<file path="config.mk">
export PLATFORM = sky130hd
export DESIGN_NAME = credit_pipe
export DESIGN_NICKNAME = d
export VERILOG_FILES = /design/src/credit_pipe_pkg.sv /design/src/issue_ctrl.sv /design/src/alu_pipe.sv /design/src/result_fifo.sv /design/src/credit_pipe.sv
export VERILOG_INCLUDE_DIRS = /design/src /design/src/src
export SDC_FILE = /design/constraint.sdc
export NUM_CORES = 1
export LEC_CHECK = 0
export BUFFER_PORTS_ARGS = -buffer_cell sky130_fd_sc_hd__buf_2
export CORE_ASPECT_RATIO = 0.75
export CORE_MARGIN = 2
export CORE_UTILIZATION = 35
export DETAILED_ROUTE_END_ITERATION = 10
export GPL_ROUTABILITY_DRIVEN = 0
export PLACE_DENSITY = 0.56
export SYNTH_ARGS = -nofsm -noshare
export SYNTH_HDL_FRONTEND = slang
export SYNTH_SLANG_ARGS = --single-unit
</file>
<file path="constraint.sdc">
create_clock -name clk -period 3.6 [get_ports clk]
set_input_delay 0.36 -clock clk [delete_from_list [all_inputs] [get_ports clk]]
set_output_delay 0.36 -clock clk [all_outputs]
set_load 0.01 [all_outputs]
</file>
<file path="src/credit_pipe_settings.svh">
`ifndef CREDIT_PIPE_SETTINGS_SVH
`define CREDIT_PIPE_SETTINGS_SVH

// operand and result width, one word
`define CP_DATA_W 16

// edges from acceptance to the fifo write
`define CP_PIPE_LAT 4

// result fifo entries, power of two
`define CP_FIFO_DEPTH 8

`endif

</file>
<file path="src/credit_pipe_pkg.sv">
`default_nettype none

`include "credit_pipe_settings.svh"

package credit_pipe_pkg;

  typedef enum logic [1:0] {
    OP_ADD = 2'd0,
    OP_SUB = 2'd1,
    OP_MIN = 2'd2, // unsigned
    OP_MAX = 2'd3  // unsigned
  } op_e;

  typedef logic [`CP_DATA_W-1:0] data_t;

  // must reach CP_FIFO_DEPTH itself, not just depth-1
  localparam int COUNT_W = $clog2(`CP_FIFO_DEPTH + 1);

  typedef logic [COUNT_W-1:0] count_t;

endpackage

`default_nettype wire

</file>
<file path="src/issue_ctrl.sv">
`timescale 1ns/1ps
`default_nettype none

`include "credit_pipe_settings.svh"

module issue_ctrl (
  input  logic                    clk,
  input  logic                    rst,
  input  logic                    in_valid,
  input  credit_pipe_pkg::count_t fifo_count,
  output logic                    accept,
  output logic                    in_stall,
  output logic                    wr_en
);

  localparam int CNT_W = $bits(credit_pipe_pkg::count_t);

  logic [`CP_PIPE_LAT-1:0] valid_line; // bit 0 is the newest slot
  credit_pipe_pkg::count_t in_flight;
  credit_pipe_pkg::count_t in_flight_next;
  logic [CNT_W:0]          credit_used; // spare top bit for the sum

  assign accept = in_valid & ~in_stall;

  // tail of the line lines up with the last alu stage
  assign wr_en = valid_line[`CP_PIPE_LAT-1];

  // results already stored plus results still on their way
  assign credit_used = {1'b0, in_flight} + {1'b0, fifo_count};
  assign in_stall    = (credit_used >= (CNT_W + 1)'(`CP_FIFO_DEPTH));

  always_comb begin
    case ({accept, wr_en})
      2'b10:   in_flight_next = in_flight + 1'b1;
      2'b01:   in_flight_next = in_flight - 1'b1;
      default: in_flight_next = in_flight; // idle, or one in and one out
    endcase
  end

  always_ff @(posedge clk, posedge rst) begin
    if (rst) begin
      valid_line <= '0;
      in_flight  <= '0;
    end else begin
      valid_line <= {valid_line[`CP_PIPE_LAT-2:0], accept};
      in_flight  <= in_flight_next;
    end
  end

endmodule

`default_nettype wire

</file>
<file path="src/alu_pipe.sv">
`timescale 1ns/1ps
`default_nettype none

`include "credit_pipe_settings.svh"

module alu_pipe (
  input  logic                   clk,
  input  logic                   rst,
  input  logic                   accept,
  input  credit_pipe_pkg::op_e   op,
  input  credit_pipe_pkg::data_t a,
  input  credit_pipe_pkg::data_t b,
  output credit_pipe_pkg::data_t res_data,
  output logic                   res_zero,
  output logic                   res_neg
);

  localparam int DW     = $bits(credit_pipe_pkg::data_t);
  localparam int SLOT_W = DW + 2; // zero, neg, data

  credit_pipe_pkg::data_t sum;
  credit_pipe_pkg::data_t diff;
  credit_pipe_pkg::data_t result;
  logic                   a_lt_b;
  logic                   zero_flag;
  logic                   neg_flag;
  logic [SLOT_W-1:0]      head_slot;

  logic [`CP_PIPE_LAT-1:0][SLOT_W-1:0] stage;

  assign sum    = a + b;
  assign diff   = a - b; // wraps when b > a
  assign a_lt_b = (a < b);

  always_comb begin
    case (op)
      credit_pipe_pkg::OP_ADD: result = sum;
      credit_pipe_pkg::OP_SUB: result = diff;
      credit_pipe_pkg::OP_MIN: result = a_lt_b ? a : b;
      credit_pipe_pkg::OP_MAX: result = a_lt_b ? b : a; // equal operands give a
      default:                 result = '0;
    endcase
  end

  assign zero_flag = (result == '0);
  assign neg_flag  = result[DW-1];

  // empty slots carry zeros, wr_en masks them at the fifo
  assign head_slot = accept ? {zero_flag, neg_flag, result} : '0;

  always_ff @(posedge clk, posedge rst) begin
    if (rst) begin
      stage <= '0;
    end else begin
      stage <= {stage[`CP_PIPE_LAT-2:0], head_slot};
    end
  end

  // last stage
  assign res_data = stage[`CP_PIPE_LAT-1][DW-1:0];
  assign res_neg  = stage[`CP_PIPE_LAT-1][DW];
  assign res_zero = stage[`CP_PIPE_LAT-1][DW+1];

endmodule

`default_nettype wire

</file>
<file path="src/result_fifo.sv">
`timescale 1ns/1ps
`default_nettype none

`include "credit_pipe_settings.svh"

module result_fifo (
  input  logic                    clk,
  input  logic                    rst,
  input  logic                    wr_en,
  input  credit_pipe_pkg::data_t  wr_data,
  input  logic                    wr_zero,
  input  logic                    wr_neg,
  input  logic                    rd_en,
  output credit_pipe_pkg::data_t  rd_data,
  output logic                    rd_zero,
  output logic                    rd_neg,
  output logic                    empty,
  output logic                    full,
  output credit_pipe_pkg::count_t count
);

  localparam int PTR_W = $clog2(`CP_FIFO_DEPTH);

  credit_pipe_pkg::data_t data_mem [`CP_FIFO_DEPTH];
  logic                   zero_mem [`CP_FIFO_DEPTH];
  logic                   neg_mem  [`CP_FIFO_DEPTH];

  logic [PTR_W-1:0]        wr_ptr;
  logic [PTR_W-1:0]        rd_ptr;
  logic [PTR_W-1:0]        wr_ptr_next;
  logic [PTR_W-1:0]        rd_ptr_next;
  credit_pipe_pkg::count_t count_next;
  logic                    wr_ok;
  logic                    rd_ok;

  assign empty = (count == '0);
  assign full  = (count == credit_pipe_pkg::count_t'(`CP_FIFO_DEPTH));

  // overflow and underflow are dropped here
  assign wr_ok = wr_en & ~full;
  assign rd_ok = rd_en & ~empty;

  always_comb begin
    wr_ptr_next = wr_ptr;
    rd_ptr_next = rd_ptr;
    if (wr_ok) begin
      wr_ptr_next = (wr_ptr == PTR_W'(`CP_FIFO_DEPTH - 1)) ? '0 : wr_ptr + 1'b1;
    end
    if (rd_ok) begin
      rd_ptr_next = (rd_ptr == PTR_W'(`CP_FIFO_DEPTH - 1)) ? '0 : rd_ptr + 1'b1;
    end
  end

  always_comb begin
    case ({wr_ok, rd_ok})
      2'b10:   count_next = count + 1'b1;
      2'b01:   count_next = count - 1'b1;
      default: count_next = count; // push and pop cancel
    endcase
  end

  always_ff @(posedge clk, posedge rst) begin
    if (rst) begin
      wr_ptr <= '0;
      rd_ptr <= '0;
      count  <= '0;
    end else begin
      wr_ptr <= wr_ptr_next;
      rd_ptr <= rd_ptr_next;
      count  <= count_next;
    end
  end

  always_ff @(posedge clk) begin
    if (wr_ok) begin
      data_mem[wr_ptr] <= wr_data;
      zero_mem[wr_ptr] <= wr_zero;
      neg_mem[wr_ptr]  <= wr_neg;
    end
  end

  // fall-through head
  assign rd_data = data_mem[rd_ptr];
  assign rd_zero = zero_mem[rd_ptr];
  assign rd_neg  = neg_mem[rd_ptr];

endmodule

`default_nettype wire

</file>
<file path="src/credit_pipe.sv">
`timescale 1ns/1ps
`default_nettype none

module credit_pipe (
  input  logic                    clk,
  input  logic                    rst,

  // request side
  input  logic                    in_valid,
  input  credit_pipe_pkg::op_e    in_op,
  input  credit_pipe_pkg::data_t  in_a,
  input  credit_pipe_pkg::data_t  in_b,
  output logic                    in_stall,

  // result side
  input  logic                    rd_en,
  output credit_pipe_pkg::data_t  out_data,
  output logic                    out_zero,
  output logic                    out_neg,
  output logic                    empty,
  output logic                    full,
  output credit_pipe_pkg::count_t count
);

  logic                   accept;
  logic                   wr_en;
  credit_pipe_pkg::data_t res_data;
  logic                   res_zero;
  logic                   res_neg;

  // credit check against fifo occupancy
  issue_ctrl issue_ctrl_i (
    .clk,
    .rst,
    .in_valid,
    .fifo_count (count),
    .accept,
    .in_stall,
    .wr_en
  );

  alu_pipe alu_pipe_i (
    .clk,
    .rst,
    .accept,
    .op       (in_op),
    .a        (in_a),
    .b        (in_b),
    .res_data,
    .res_zero,
    .res_neg
  );

  result_fifo result_fifo_i (
    .clk,
    .rst,
    .wr_en,
    .wr_data  (res_data),
    .wr_zero  (res_zero),
    .wr_neg   (res_neg),
    .rd_en,
    .rd_data  (out_data),
    .rd_zero  (out_zero),
    .rd_neg   (out_neg),
    .empty,
    .full,
    .count
  );

endmodule

`default_nettype wire

</file>
Yosys cells after proc, flatten, opt, wreduce, memory -nomap -nowiden
Memories as Yosys holds them, arrays and structs flattened.
Index checks and enable logic that the tools add are counted.
Widths: inputs -> output; s select.
{ "totals": {"elab_cells": 54, "n_memories": 3, "ff_bits": 90, "ram_bits": 144, "input_bits": 38, "output_inout_bits": 25} }
{ "mem_list": {"columns": ["name", "words", "width", "read_ports", "rd_ports_with_merged_regs", "write_ports", "line", "source"], "rows": [
  ["result_fifo_i.data_mem", 8, 16, 1, 0, 1, "result_fifo.sv:24", "credit_pipe_pkg::data_t data_mem [`CP_FIFO_DEPTH];"],
  ["result_fifo_i.neg_mem", 8, 1, 1, 0, 1, "result_fifo.sv:26", "logic neg_mem [`CP_FIFO_DEPTH];"],
  ["result_fifo_i.zero_mem", 8, 1, 1, 0, 1, "result_fifo.sv:25", "logic zero_mem [`CP_FIFO_DEPTH];"]
]} }
{ "classes": {"order_cmp": 2, "mux": 10, "reduce_logical": 5, "bitwise": 6, "n_eq_ne": 10, "add_sub_neg": 9} }
{ "op_table": {"columns": ["op", "n"], "rows": [
  ["$pmux 16 s4", 1],
  ["$mux 16", 2],
  ["$mux 18", 1],
  ["$add 16x16->16", 1],
  ["$logic_not 16->1", 1],
  ["$lt 16x16->1", 1],
  ["$pmux 4 s2", 2],
  ["$sub 16x16->16", 1],
  ["$add 4x1->4 const B", 2],
  ["$eq 2x2->1 const B", 4],
  ["$sub 4x1->4 const B", 2],
  ["$add 3x1->3 const B", 2],
  ["$eq 2x1->1 const B", 3],
  ["$eq 3x3->1 const B", 2],
  ["$mux 3", 2],
  ["$add 4x4->5", 1],
  ["$ge 5x4->1 const B", 1],
  ["$eq 4x4->1 const B", 1],
  ["$logic_not 4->1", 1],
  ["$reduce_bool 2->1", 2],
  ["$and 1x1->1", 3],
  ["$not 1->1", 3],
  ["$logic_not 2->1", 1],
  ["$mux 1", 2]
]} }

Longest topological paths before layout
{ "depth": {"word_depth": 6, "depth_mapped": 16, "mapped_depth_nobuf": 15} }

Modules after synthesis
Synthesis repeated with hierarchy kept, for this count alone.
{ "unflattened": {"cells_unflattened": 707, "area_unflattened_um2": 10692.8} }
{ "by_module_without_submodules": {"columns": ["module", "seq_area_each_um2", "area_each_um2", "n_inst", "cells_per_inst"], "rows": [
  ["result_fifo", 4574.4, 6261.0, 1, 276],
  ["alu_pipe", 1701.6, 3893.7, 1, 382],
  ["issue_ctrl", 200.2, 538.0, 1, 49]
]} }

Worst setup path after synthesis
Ideal clock, no wire load.
{ "synth_path": {"path_type": "input to register", "start": "input in_a[0]", "end": "register alu_pipe_i.stage[17] (netlist bit)", "cell_stages": 13, "setup_time_ns": 0.095, "t_arrival_ns": 3.013, "path_buffers": 1, "setup_slack_ns": 0.492, "t_required_ns": 3.505, "path_cell_list": "inv_1 -> ha_1 -> fa_1 -> nand2b_1 -> a21oi_2 -> o21ai_2 -> a311o_1 -> buf_4 -> nand2_4 -> mux2_4 -> a2111oi_2 -> nand4_1 -> nor4b_2"} }
{ "synth_between": {"elab_chain_cells": 5, "elab_cells_between_ends": 8, "classes_between": "2 x add/sub; 1 x order compare; 4 x mux; 1 x reduce/logical"} }
{ "synth_rtl": {"columns": ["item", "line", "source"], "rows": [
  ["start, declared", "credit_pipe.sv:11", "input credit_pipe_pkg::data_t in_a,"],
  ["$lt 16x16->1", "alu_pipe.sv:33", "assign a_lt_b = (a < b);"],
  ["$mux 16 (on tied branches)", "alu_pipe.sv:40, alu_pipe.sv:39", null],
  ["$pmux 16 s4 *", "alu_pipe.sv:36", "case (op)"],
  ["$logic_not 16->1 *", "alu_pipe.sv:45", "assign zero_flag = (result == '0);"],
  ["$mux 18 *", "alu_pipe.sv:49", "assign head_slot = accept ? {zero_flag, neg_flag, result} : '0;"],
  ["via alu_pipe_i.head_slot[17]", "alu_pipe.sv:27", "logic [SLOT_W-1:0] head_slot;"],
  ["end signal, assigned", "alu_pipe.sv:55", "stage <= {stage[`CP_PIPE_LAT-2:0], head_slot};"],
  ["end, declared", "alu_pipe.sv:29", "logic [`CP_PIPE_LAT-1:0][SLOT_W-1:0] stage;"]
]} }
Mark *: on every way through the listed nets, which the timed path passes. The rest lies on a longest branch.
A chain may end at the register's enable or synchronous reset.

Worst setup path after layout
Same ends and word-level chain as after synthesis.

==> results_tabular.tex <==
\begin{tabular}{lr}
\hline
Metric & Value \\
\hline
\multicolumn{2}{l}{\textbf{Outcome}} \\
\quad Status & finished clean \\
\multicolumn{2}{l}{\textbf{GRT}} \\
\quad Number of antenna violations at the first check in global routing & 0 \\
\quad Congestion Overflow GR & 0 \\
\quad Global-route wire length before repair & 32900 um \\
\quad Via count of the first global-routing pass & 5771 \\
\quad Largest net degree at the start of global routing & 40 \\
\quad Aggregate global-route resource usage & 0.142 \\
\multicolumn{2}{l}{\textbf{Clock network}} \\
\quad \# clock sinks & 222 \\
\quad Post-CTS Setup Inserts & 0 \\
\quad Clock tree root driver cell & sky130\_fd\_sc\_hd\_\_clkbuf\_16 \\
\quad Htree depth & 1 \\
\quad Clock transition at path regs & 70 ps \\
\quad Number of buffers created by CTS & 22 \\
\quad Clock buffer depth & 3 \\
\quad Hold bufs inserted after CTS & 1 \\
\quad TritonCTS clock tree & yes \\
\quad Insertion delay of the later-clocked pin in the worst-skew pair & 490 ps \\
\quad Post-cts sizing count & 0 \\
\multicolumn{2}{l}{\textbf{Routing}} \\
\quad Post-Route WL & 20300 um \\
\quad Vias after detailed routing & 5779 \\
\quad Total DRC errors in the routed layout & 0 \\
\quad Length of the first detailed-routing pass in iterations & 5 \\
\quad Routed vias/inst & 4.92 \\
\quad Avg WL per Cell & 17.3 um \\
\quad Count of antenna-violating nets left after detailed routing & 0 \\
\quad Drt first-iter violations & 325 \\
\multicolumn{2}{l}{\textbf{Yosys}} \\
\quad Post-synth ARST share & 0.387 \\
\quad Avg Inst Size Synth & 14.6 um\^{}2 \\
\quad Warnings from Yosys & 0 \\
\quad Number of enable-type register cells in the synthesized netlist & 136 \\
\quad Number of unique standard cell types used by synthesis & 70 \\
\quad Synth Flop Type & sky130\_fd\_sc\_hd\_\_edfxtp\_1 \\
\quad Synthesis-stage register bit count & 222 \\
\quad Post-synth design cell area & 0.0101 mm\^{}2 \\
\quad Sequential-to-total area share from yosys stat & 0.620 \\
\quad Net count of the mapped netlist & 779 \\
\quad Synthesized instance count & 691 \\
\multicolumn{2}{l}{\textbf{Setup path}} \\
\quad Startpoint of the worst setup timing path & in\_a[0] \\
\quad Critical path, cell by cell & buf\_2 > inv\_1 > ha\_1 > fa\_1 > nand2b\_1 > a21oi\_2 > o21ai\_2 > a311o\_1 > nand2\_4 > mux2\_4 > a2111oi\_2 > nand4\_1 > nor4b\_2 \\
\quad Startpoint of the most critical register-to-register path & result\_fifo\_i.count[0]\$\_DFFE\_PP0P\_ \\
\quad Kind of start point of the critical path & input port \\
\quad FF-to-FF path depth & 15 \\
\quad Type of destination of the critical path & flop \\
\quad Arrival time at the worst endpoint & 3290 ps \\
\quad FF-to-FF End & issue\_ctrl\_i.in\_flight[3]\$\_DFFE\_PP0P\_ \\
\quad Minimum setup slack among reg-to-reg paths & 780 ps \\
\quad Delay of the slowest critical-path stage & 390 ps \\
\quad Endpoint of the worst setup timing path & alu\_pipe\_i.stage[17]\$\_DFF\_PP0\_ \\
\quad Slowest cell on the critical path & sky130\_fd\_sc\_hd\_\_a311o\_1 \\
\quad Crit path kind & in2reg \\
\quad Worst path required time & 4000 ps \\
\quad Maximum net fanout on the critical path & 9 \\
\multicolumn{2}{l}{\textbf{Timing}} \\
\quad Relative max-transition margin & 0.317 \\
\quad Count of endpoints failing setup in the final report & 0 \\
\quad Final hold violations & 0 \\
\quad Final total negative setup slack & 0 ps \\
\quad Maximum clock frequency & 345 MHz \\
\quad Minimum clock period after layout & 2900 ps \\
\quad RSZ-0062 raised after global routing & false \\
\quad Post-route clock period utilization & 0.804 \\
\quad Final Max Tran Viols & 0 \\
\quad Clock tree skew after final layout & 9.36 ps \\
\quad Worst-Margin Slew & 1020 ps \\
\quad Worst Slack Setup Final & 705 ps \\
\multicolumn{2}{l}{\textbf{Finish}} \\
\quad Combined area of the multi-input logic cells & 0.00356 mm\^{}2 \\
\quad Leading cell type in the layout, fill and taps excluded & sky130\_fd\_sc\_hd\_\_edfxtp\_1 \\
\quad Net count, final & 862 \\
\quad Post-route insts no fill & 1175 \\
\quad Fraction of final layout cells sized beyond drive strength 1 & 0.256 \\
\quad Footprint of the flip-flops and latches & 0.00624 mm\^{}2 \\
\quad Inserted Diodes & 0 \\
\quad Highest-count cells in the layout ignoring fill and taps & 136 x sky130\_fd\_sc\_hd\_\_edfxtp\_1, 85 x sky130\_fd\_sc\_hd\_\_dfrtp\_1, 62 x sky130\_fd\_sc\_hd\_\_buf\_2, 45 x sky130\_fd\_sc\_hd\_\_ha\_1, 40 x sky130\_fd\_sc\_hd\_\_inv\_1 \\
\quad Synth-to-layout area growth & 16.3\% \\
\quad Filler cell count in the final layout & 2622 \\
\quad Final standard cell area without fillers & 0.0117 mm\^{}2 \\
\multicolumn{2}{l}{\textbf{Floorplan}} \\
\quad Core area & 0.0281 mm\^{}2 \\
\quad Die width & 200 um \\
\quad Placement Rows & 53 \\
\quad Total I/O pin count & 63 \\
\quad Height of the chip & 151 um \\
\quad Initial core utilization & 0.358 \\
\quad Floorplan die area & 0.0301 mm\^{}2 \\
\multicolumn{2}{l}{\textbf{Place}} \\
\quad Post-placement cell count & 1134 \\
\quad Total of buffers placed on input and output ports & 62 \\
\quad Setup WS pre-CTS & 185 ps \\
\quad DPL Wire Length & 13800 um \\
\quad Placed cell areas & 0.0109 mm\^{}2 \\
\multicolumn{2}{l}{\textbf{Power and ir drop}} \\
\quad Power density over cell area & 711 mW/mm\^{}2 \\
\quad Worst VDD drop & 0.435 mV \\
\quad Design Power & 8.32 mW \\
\quad Leak pwr & 4.65 nW \\
\multicolumn{2}{l}{\textbf{Run}} \\
\quad Max-cap violations & 0 \\
\multicolumn{2}{l}{\textbf{Worst hold path}} \\
\quad Min-Delay Path Class & in2reg \\
\hline
\end{tabular}
## state kept, by name, summed over array words and instances, names as in the netlist, 3 cells and up
| register | flops |
|---|---|
| issue_ctrl_i.in_flight | 4 |
| result_fifo_i.rd_ptr | 3 |
| result_fifo_i.zero_mem | 8 |
| alu_pipe_i.stage | 51 |
| issue_ctrl_i.valid_line | 4 |
| alu_pipe_i.res_data | 15 |
| result_fifo_i.neg_mem | 8 |
| result_fifo_i.wr_ptr | 3 |
| result_fifo_i.count | 4 |
| result_fifo_i.data_mem | 120 |
## critical path: cells and delay by family
kind,cells,cell delay (ps)
AOI/OAI and AO/OA,4,1060
and+or+nand+nor,4,770
adders and majority gates,2,600
muxes,1,320
buffers and inverters,2,170
## routing by layer
layer / wire [um] / GRT usage / vias to the layer above
li1: - / - / 2771
met3: 935 / 0.0200 / 22
met2: 8980 / 0.215 / 137
met5: 0 / 0 / -
met1: 10200 / 0.217 / 2849
met4: 255 / 0.0293 / 0
## worst min path at each step
stage | from | cells past startpoint | slack [ps] | to
2_1_floorplan | alu_pipe_i.stage[36]$_DFF_PP0_ | 0 | 330 | alu_pipe_i.res_data[0]$_DFF_PP0_
3_3_place_gp | alu_pipe_i.stage[27]$_DFF_PP0_ | 0 | 330 | alu_pipe_i.stage[45]$_DFF_PP0_
3_5_place_dp | alu_pipe_i.stage[45]$_DFF_PP0_ | 0 | 330 | alu_pipe_i.res_data[9]$_DFF_PP0_
4_1_cts | rd_en | 4 | 260 | result_fifo_i.rd_ptr[2]$_DFFE_PP0P_
5_1_grt | rd_en | 4 | 320 | result_fifo_i.rd_ptr[2]$_DFFE_PP0P_
6_report | rd_en | 4 | 280 | result_fifo_i.rd_ptr[2]$_DFFE_PP0P_
## Yosys cell counts, drive strengths merged, types with 3 or more instances
cell | count | area share
fa | 5 | 0.010
o21a | 3 | 0.0022
nor4 | 8 | 0.0050
dfrtp | 86 | 0.21
nand4 | 4 | 0.0025
nand2 | 33 | 0.013
xnor2 | 14 | 0.012
edfxtp | 136 | 0.41
buf | 12 | 0.0076
a21o | 8 | 0.0060
xor2 | 7 | 0.0061
o21ai | 25 | 0.013
clkbuf | 15 | 0.0056
nand3 | 9 | 0.0045
mux4 | 34 | 0.076
a21oi | 33 | 0.018
a211oi | 7 | 0.0052
ha | 45 | 0.056
a31oi | 10 | 0.0062
mux2 | 23 | 0.026
nor2 | 38 | 0.014
nor2b | 14 | 0.0087
inv | 41 | 0.015
a22oi | 3 | 0.0027
o211ai | 8 | 0.0070
nor3 | 12 | 0.0060
a311oi | 3 | 0.0039
mux2i | 8 | 0.0080
nand2b | 8 | 0.0050
## cells by family after synthesis
kind of cell / Yosys count / share of synthesized area
multiplexers: 65 / 0.110
AO/OA/AOI/OAI: 127 / 0.0882
flip-flops: 222 / 0.620
adder cells (fa/ha/maj): 50 / 0.0659
AND/OR/NAND/NOR: 137 / 0.0687
XOR/XNOR: 21 / 0.0183
buffers and inverters: 69 / 0.0289
## cell type report
class	instances	area share
flip-flops and latches	222	0.533
multi-input cells	400	0.304
repair buffers	86	0.0432
clock inverters	4	0.00257
well taps	385	0.0412
clock buffers	36	0.0622
inverters	42	0.0136
## through the flow
stage                util  hold WS (ps)
floorplan               -           331
global placement    0.389           333
detailed placement  0.389           335
CTS                 0.416           264
global route        0.416           323
finish              0.416           278
## where the power goes
group	switching [mW]	internal [mW]	leakage [nW]	total (mW)
Combinational	1.14	1.11	1.89	2.25
Sequential	0.428	3.36	2.39	3.79
Clock	0.888	1.39	0.369	2.28
(Power assumes the default switching activity.)
